==> config.mk <==
export PLATFORM = sky130hd
export DESIGN_NAME = ioBridgeTop
export DESIGN_NICKNAME = d
export VERILOG_FILES = /design/src/verilog/ioBridgePkg.sv /design/src/verilog/ioBridgeSlave.sv /design/src/verilog/ioBridgeTop.sv /design/src/verilog/ioBusMaster.sv /design/src/verilog/postedWriteFifo.sv
export SDC_FILE = /design/constraint.sdc
export NUM_CORES = 1
export LEC_CHECK = 0
export ABC_AREA = 0
export BUFFER_PORTS_ARGS = -buffer_cell sky130_fd_sc_hd__buf_2
export CAP_MARGIN = 5
export CORE_MARGIN = 2
export CORE_UTILIZATION = 45
export CTS_CLUSTER_DIAMETER = 60
export CTS_CLUSTER_SIZE = 25
export DETAILED_ROUTE_END_ITERATION = 10
export GPL_TIMING_DRIVEN = 0
export PLACE_DENSITY = 0.72
export SLEW_MARGIN = 20
export SYNTH_ARGS = -nofsm -noshare
export SYNTH_HDL_FRONTEND = slang
export SYNTH_SLANG_ARGS = --single-unit
==> constraint.sdc <==
create_clock -name CLK -period 4.2 [get_ports CLK]
set_input_delay 0.84 -clock CLK [delete_from_list [all_inputs] [get_ports CLK]]
set_output_delay 0.84 -clock CLK [all_outputs]
set_load 0.01 [all_outputs]
==> src/verilog/ioBridgePkg.sv <==
package ioBridgePkg;

	// FSB carries word addresses
	localparam int fsbAddrWidth = 23;

	// APB carries byte addresses, one bit wider
	localparam int apbAddrWidth = 24;

	// I/O space decode
	// Selected when the masked word address matches the base
	localparam logic [fsbAddrWidth-1:0] ioBase = 23'h400000;
	localparam logic [fsbAddrWidth-1:0] ioMask = 23'h700000;

	// Posted-write window, upper half of the I/O space
	localparam logic [fsbAddrWidth-1:0] postBase = 23'h480000;
	localparam logic [fsbAddrWidth-1:0] postMask = 23'h780000;

	// CPU side of one bus cycle
	// Strobes are active low as on the 68000 pins
	typedef struct packed {
		logic                    asN;
		logic                    weN;
		logic                    ldsN;
		logic                    udsN;
		logic [fsbAddrWidth-1:0] addr;
		logic [15:0]             wdata;
	} fsbCycle_t;

	// One queued transfer
	// Same layout in both FIFO levels and at the master input
	typedef struct packed {
		logic [fsbAddrWidth-1:0] addr;
		logic [15:0]             wdata;
		logic                    write;
		// Lane enables, active high
		logic                    lowByte;
		logic                    upByte;
	} ioReq_t;

	// Transfer state of the bridge slave
	typedef enum logic [1:0] {
		tsIdle,
		tsStart,
		tsWaitAct,
		tsWaitDone
	} xferState_t;

endpackage

==> src/verilog/ioBridgeSlave.sv <==
`timescale 1ns/100ps

module ioBridgeSlave import ioBridgePkg::*; (
	input  logic      CLK,
	input  logic      arstN,
	// CPU bus, sampled on CLK
	input  fsbCycle_t fsb,
	output logic      ready,
	output logic      berrN,
	// FIFO level controls
	output logic      loadPrimary,
	output logic      loadSecondary,
	output logic      releaseSecondary,
	output logic      selSecondary,
	input  logic      secondaryFull,
	// Handshake with the I/O bus master
	output logic      ioReq,
	input  logic      ioAct,
	input  logic      ioErr
);

	xferState_t state;
	logic       cycleAct;
	logic       ioSel;
	logic       postSel;
	logic       postedCycle;
	logic       ioStart;
	logic       once;
	logic       ioActR;
	logic       xferDone;

	// Master activity registered once before use
	always_ff @(posedge CLK or negedge arstN) begin
		if (!arstN) begin
			ioActR <= 1'b0;
		end else begin
			ioActR <= ioAct;
		end
	end

	// Address decode
	assign cycleAct    = !fsb.asN;
	assign ioSel       = (fsb.addr & ioMask) == ioBase;
	assign postSel     = (fsb.addr & postMask) == postBase;
	assign postedCycle = ioSel && postSel && !fsb.weN;
	// Only one request per CPU cycle
	assign ioStart     = cycleAct && ioSel && !once;

	// Primary level follows its source while starting
	assign loadPrimary      = state == tsStart;
	// Secondary entry moves to primary and frees its level
	assign releaseSecondary = loadPrimary && selSecondary;
	// Queue a posted write behind the transfer in flight
	assign loadSecondary    = (state != tsIdle) && ioStart && postedCycle && !secondaryFull;

	// Transfer state machine
	always_ff @(posedge CLK or negedge arstN) begin
		if (!arstN) begin
			state        <= tsIdle;
			ioReq        <= 1'b0;
			selSecondary <= 1'b0;
		end else begin
			case (state)
				tsIdle: begin
					// Queued write drains before any new cycle
					if (secondaryFull) begin
						state        <= tsStart;
						ioReq        <= 1'b1;
						selSecondary <= 1'b1;
					end else if (ioStart) begin
						state        <= tsStart;
						ioReq        <= 1'b1;
						selSecondary <= 1'b0;
					end
				end
				// Primary loads here while the request is held
				tsStart: state <= tsWaitAct;
				tsWaitAct: begin
					// Master took the request
					if (ioActR) begin
						state <= tsWaitDone;
						ioReq <= 1'b0;
					end
				end
				tsWaitDone: begin
					if (!ioActR) begin
						state <= tsIdle;
					end
				end
			endcase
		end
	end

	// Set once the current CPU cycle has a transfer submitted or queued
	always_ff @(posedge CLK or negedge arstN) begin
		if (!arstN) begin
			once <= 1'b0;
		end else if (!cycleAct) begin
			once <= 1'b0;
		end else if ((state == tsIdle && !secondaryFull && ioStart) || loadSecondary) begin
			once <= 1'b1;
		end
	end

	// All earlier transfers finished and own transfer complete
	assign xferDone = once && !secondaryFull &&
		(state == tsIdle || (state == tsWaitDone && !ioActR));

	// Cycle termination
	always_ff @(posedge CLK or negedge arstN) begin
		if (!arstN) begin
			ready <= 1'b0;
			berrN <= 1'b1;
		end else if (!cycleAct) begin
			ready <= 1'b0;
			berrN <= 1'b1;
		end else if (!ioSel) begin
			// Not ours so the cycle ends at once
			ready <= 1'b1;
		end else if (once && postedCycle) begin
			// Posted write ends when queued and its errors are dropped
			ready <= 1'b1;
		end else if (xferDone) begin
			ready <= !ioErr;
			berrN <= !ioErr;
		end
	end

	// No request while idle
	assert property (@(posedge CLK) disable iff (!arstN) state == tsIdle |-> !ioReq);
	// Queued write leaves the secondary level occupied
	assert property (@(posedge CLK) disable iff (!arstN) loadSecondary |=> secondaryFull);

endmodule

==> src/verilog/ioBridgeTop.sv <==
`timescale 1ns/100ps

module ioBridgeTop import ioBridgePkg::*; (
	input  logic                    CLK,
	input  logic                    arstN,
	// CPU bus
	input  fsbCycle_t               fsb,
	output logic [15:0]             rdata,
	output logic                    ready,
	output logic                    berrN,
	// APB
	output logic                    psel,
	output logic                    penable,
	output logic                    pwrite,
	output logic [apbAddrWidth-1:0] paddr,
	output logic [15:0]             pwdata,
	output logic [1:0]              pstrb,
	input  logic [15:0]             prdata,
	input  logic                    pready,
	input  logic                    pslverr
);

	// FIFO level controls
	logic   loadPrimary;
	logic   loadSecondary;
	logic   releaseSecondary;
	logic   selSecondary;
	logic   secondaryFull;
	// Slave to master handshake
	logic   ioReq;
	logic   ioAct;
	logic   ioErr;
	ioReq_t primary;

	ioBridgeSlave i_slave (
		.CLK(CLK), .arstN(arstN), .fsb(fsb), .ready(ready), .berrN(berrN),
		.loadPrimary(loadPrimary), .loadSecondary(loadSecondary),
		.releaseSecondary(releaseSecondary), .selSecondary(selSecondary),
		.secondaryFull(secondaryFull), .ioReq(ioReq), .ioAct(ioAct), .ioErr(ioErr)
	);

	postedWriteFifo i_fifo (
		.CLK(CLK), .arstN(arstN), .fsb(fsb),
		.loadPrimary(loadPrimary), .loadSecondary(loadSecondary),
		.releaseSecondary(releaseSecondary), .selSecondary(selSecondary),
		.secondaryFull(secondaryFull), .primary(primary)
	);

	// Read data comes back from the master
	ioBusMaster i_master (
		.CLK(CLK), .arstN(arstN), .req(primary), .ioReq(ioReq), .ioAct(ioAct),
		.ioErr(ioErr), .ioRdata(rdata), .psel(psel), .penable(penable),
		.pwrite(pwrite), .paddr(paddr), .pwdata(pwdata), .pstrb(pstrb),
		.prdata(prdata), .pready(pready), .pslverr(pslverr)
	);

endmodule

==> src/verilog/ioBusMaster.sv <==
`timescale 1ns/100ps

module ioBusMaster import ioBridgePkg::*; (
	input  logic                    CLK,
	input  logic                    arstN,
	// Transfer from the primary FIFO level
	input  ioReq_t                  req,
	// Handshake with the bridge slave
	input  logic                    ioReq,
	output logic                    ioAct,
	output logic                    ioErr,
	output logic [15:0]             ioRdata,
	// APB requester
	output logic                    psel,
	output logic                    penable,
	output logic                    pwrite,
	output logic [apbAddrWidth-1:0] paddr,
	output logic [15:0]             pwdata,
	output logic [1:0]              pstrb,
	input  logic [15:0]             prdata,
	input  logic                    pready,
	input  logic                    pslverr
);

	logic xferEnd;

	// Access phase completes this cycle
	assign xferEnd = psel && penable && pready;

	// APB sequencer
	// Idle is psel low, setup is psel alone, access adds penable
	always_ff @(posedge CLK or negedge arstN) begin
		if (!arstN) begin
			psel    <= 1'b0;
			penable <= 1'b0;
		end else if (!psel) begin
			if (ioReq) begin
				psel <= 1'b1;
			end
		end else if (!penable) begin
			penable <= 1'b1;
		end else if (pready) begin
			psel    <= 1'b0;
			penable <= 1'b0;
		end
	end

	// Busy from setup through the pready cycle
	assign ioAct = psel;

	// Error status of the last transfer
	always_ff @(posedge CLK or negedge arstN) begin
		if (!arstN) begin
			ioErr <= 1'b0;
		end else if (xferEnd) begin
			ioErr <= pslverr;
		end
	end

	// Read data held for the slave
	always_ff @(posedge CLK) begin
		if (xferEnd) begin
			ioRdata <= prdata;
		end
	end

	// Request fields come straight from the primary level
	// It does not change while a transfer runs
	assign paddr  = {req.addr, 1'b0};
	assign pwrite = req.write;
	assign pwdata = req.wdata;
	// Strobes only on writes
	assign pstrb  = req.write ? {req.upByte, req.lowByte} : 2'b00;

	// Access phase only inside a selected transfer
	assert property (@(posedge CLK) disable iff (!arstN) penable |-> psel);
	// Address held through wait states
	assert property (@(posedge CLK) disable iff (!arstN)
		penable && !pready |=> $stable(paddr));

endmodule

==> src/verilog/postedWriteFifo.sv <==
`timescale 1ns/100ps

module postedWriteFifo import ioBridgePkg::*; (
	input  logic      CLK,
	input  logic      arstN,
	// CPU bus fields to be latched
	input  fsbCycle_t fsb,
	// Level controls from the bridge slave
	input  logic      loadPrimary,
	input  logic      loadSecondary,
	input  logic      releaseSecondary,
	input  logic      selSecondary,
	output logic      secondaryFull,
	// Entry seen by the master
	output ioReq_t    primary
);

	ioReq_t fsbEntry;
	ioReq_t secondary;

	// Current CPU cycle as an entry
	// Active-low strobes become lane enables
	always_comb begin
		fsbEntry.addr    = fsb.addr;
		fsbEntry.wdata   = fsb.wdata;
		fsbEntry.write   = !fsb.weN;
		fsbEntry.lowByte = !fsb.ldsN;
		fsbEntry.upByte  = !fsb.udsN;
	end

	// Secondary level, write waiting behind the one on APB
	always_ff @(posedge CLK) begin
		if (loadSecondary) begin
			secondary <= fsbEntry;
		end
	end

	// Occupancy of the secondary level
	always_ff @(posedge CLK or negedge arstN) begin
		if (!arstN) begin
			secondaryFull <= 1'b0;
		end else if (loadSecondary) begin
			secondaryFull <= 1'b1;
		end else if (releaseSecondary) begin
			secondaryFull <= 1'b0;
		end
	end

	// Primary level
	// Source is the queued entry or the live CPU cycle
	always_ff @(posedge CLK) begin
		if (loadPrimary) begin
			primary <= selSecondary ? secondary : fsbEntry;
		end
	end

	// Every entry handed to the master drives at least one lane
	assert property (@(posedge CLK) disable iff (!arstN)
		loadPrimary |=> (primary.lowByte || primary.upByte));

endmodule
==> flow_summary_export.csv <==
group,metric,value,unit
clock_tree,numCtsBuffers,9,
logic_synthesis,syn-num-nets,323,
clock_tree,clk_latency,0.37,ns
clock_tree,cts_resized,0,
grt,antenna_found_initial,0,
setup_path,worstPathRequired,4.27,ns
power_and_ir_drop,leakage,2.21,nW
setup_path,crit_arrival,2.48,ns
finish,drive_gt1_share,58.2,%
clock_tree,clk_pin_slew,0.10,ns
grt,overflow,0,
outcome,status,"finished, final reports clean",
hold_path,min_path_type,"in -> async",
logic_synthesis,synthCells,255,
logic_synthesis,synth_cell_types,32,
sta,hold_viol_final,0,
clock_tree,cts_root_buf,"clkbuf_8",
detailed_routing,vias,2478,
setup_path,r2r_cells,5,
sta,fin_crit_sh,57.3,%
setup_path,reg2reg_slack,2.20,ns
sta,timing.fmax,0.416,GHz
finish,diodes,0,
detailed_routing,post_drt_wl_per_cell,14.7,um
place,routabilityCongestion,0.720,
setup_path,cp-start-kind,"primary input",
clock_tree,post_cts_buffers,0,
die,start_util,46.1,%
power_and_ir_drop,power_density,576,mW/mm^2
sta,tns,0,ns
place,port-buffer-count,124,
detailed_routing,antenna_left,0,
grt,grt_max_degree,30,
finish,fin_util,56.4,%
setup_path,r2r-start,"i_slave.state[0]",
clock_tree,cts_sinks,112,
sta,layout_min_cycle_time,2.41,ns
die,row_count,36,
sta,drv_slew,0,
grt,grt_pass1_wl,12600,um
setup_path,cp_max_fo,29,
setup_path,endpoint_kind,"flip-flop",
setup_path,path_class,"in -> reg",
clock_tree,hold_buffers,0,
die,core-area,0.00968,mm^2
detailed_routing,drc,0,
detailed_routing,via_per_inst,4.68,
die,die_area,0.0107,mm^2
grt,grt_use_total,15.1,%
sta,setup_ws,1.79,ns
clock_tree,clockBufferDepth,2,
logic_synthesis,ys_warn_count,0,
power_and_ir_drop,p_total,0.00314,W
die,io_pins,126,
sta,finClkSkew,0.00814,ns
power_and_ir_drop,peakVddDrop,0.299,mV
clock_tree,cts-htree-levels,3,
logic_synthesis,ys_ff_latch,112,
setup_path,regToRegEndpoint,"i_fifo.secondary[27]",
finish,syn2layout_area_growth,22.4,%
detailed_routing,drtPass1Iterations,4,
detailed_routing,routed_wl,7770,um
logic_synthesis,avgSynthCellArea,17.5,um^2
sta,relSlewSlack,58.5,%
run,maxCapViolCount,0,
logic_synthesis,synth_area,0.00446,mm^2
clock_tree,cts_tree,"built",
die,die_y,104,um
die,die_w,104,um
grt,grt_pass1_vias,2605,
detailed_routing,drt_iter0_drc,92,
sta,setup_violations,0,
sta,worst_pin_slew,0.622,ns
sta,rsz0062_at_grt,"no",
place,preCtsSetupSlack,1.42,ns
place,dp_hpwl,5560,um
finish,finalNetCount,460,
sta,whs,0.334,ns
logic_synthesis,ys_seq_area_share,74.1,%
## kinds of logic after synthesis
kind of cell,count (synthesis),synth area share (%)
DFF,112,74.1
buffers and inverters,56,8.16
muxes,43,10.9
and+or+nand+nor,21,2.38
AOI/OAI and AO/OA,17,3.03
adders and majority gates,5,1.40
other,1,0.0840
## Yosys cell counts
master / n / area share (%)
nor2_1: 7 / 0.59
a21oi_1: 2 / 0.22
buf_2: 3 / 0.34
o21a_4: 1 / 0.34
buf_4: 40 / 6.7
conb_1: 1 / 0.084
nor3_1: 1 / 0.11
a22o_1: 1 / 0.20
clkbuf_1: 2 / 0.17
dfstp_2: 1 / 0.59
o22ai_1: 1 / 0.14
and2_1: 3 / 0.42
a21o_2: 1 / 0.20
or3b_4: 1 / 0.25
o31a_1: 1 / 0.20
mux2i_1: 2 / 0.45
o31ai_4: 1 / 0.48
and4_1: 1 / 0.20
o21a_1: 1 / 0.17
inv_1: 11 / 0.93
mux2_4: 1 / 0.34
nor2b_1: 2 / 0.28
mux2_2: 40 / 10
dfrtp_1: 11 / 6.2
o211ai_1: 1 / 0.17
nand2_1: 5 / 0.42
a21o_1: 1 / 0.17
o21ai_0: 5 / 0.56
edfxtp_1: 100 / 67
nand3_1: 1 / 0.11
ha_1: 5 / 1.4
o311ai_1: 1 / 0.20
## critical path: stages
cell	delay, ns
buf_2	0.12
or3b_4	0.43
nor3_1	0.24
and4_2	0.55
buf_12	0.26
## per-stage QoR
stage	instance area (um^2)	cells
floorplan	4460	255
global placement	5250	512
detailed placement	5300	514
CTS	5460	530
global route	5460	530
finish	5460	530
## metal layers
layer / up-vias / wire length [um] / GRT usage (%)
li1: 1168 / - / -
met4: 0 / 86 / 4.92
met3: 9 / 492 / 4.15
met2: 93 / 3800 / 25.3
met1: 1208 / 3390 / 19.0
met5: - / 0 / 0
## sequential cells by signal, indices dropped and copies added (netlist names), 2 cells and up
signal	count
i_fifo.primary	42
i_fifo.secondary	42
i_slave.state	2
i_master.ioRdata	16
## worst max path at each step
stage | from | to | slack, ns | cells after the start
floorplan | fsb[36] | i_fifo.secondary[0] | 1.24 | 3
global placement | fsb[36] | i_fifo.secondary[5] | 0.51 | 4
detailed placement | fsb[36] | i_fifo.secondary[37] | 1.42 | 5
CTS | fsb[36] | i_fifo.secondary[14] | 1.82 | 5
global route | fsb[36] | i_fifo.secondary[14] | 1.72 | 5
finish | fsb[36] | i_fifo.secondary[27] | 1.79 | 5
## power breakdown
| group | switching, W | internal [W] |
|---|---|---|
| Combinational | 0.000483 | 0.000522 |
| Sequential | 0.0000791 | 0.00151 |
| Clock | 0.000344 | 0.000210 |
| Total | 0.000906 | 0.00224 |
## placed cells by master (no fill, tap or decap), types with 2 or more instances in the layout
cell type | synthesis | routed
inv_1 | 11 | 11
o21ai_0 | 5 | 5
edfxtp_1 | 100 | 100
clkinv_2 | 0 | 3
ha_1 | 5 | 4
clkbuf_8 | 0 | 9
a21oi_1 | 2 | 2
nor2_1 | 7 | 7
clkbuf_1 | 2 | 2
and2_1 | 3 | 3
dfrtp_1 | 11 | 11
mux2_2 | 40 | 40
buf_2 | 3 | 127
nand2_1 | 5 | 5
clkinv_1 | 0 | 2
mux2i_1 | 2 | 2
buf_4 | 40 | 40
nor2b_1 | 2 | 2
## final cells by class
type	count	area (um^2)
Buffer	45	323
Clock buffer	9	124
Clock inverter	7	38.8
Fill cell	757	4220
Inverter	11	41.3
Multi-Input combinational cell	87	797
Sequential cell	112	3300
Tap cell	133	166
Timing Repair Buffer	126	668
No activity file was read; power rests on OpenSTA's default activity.
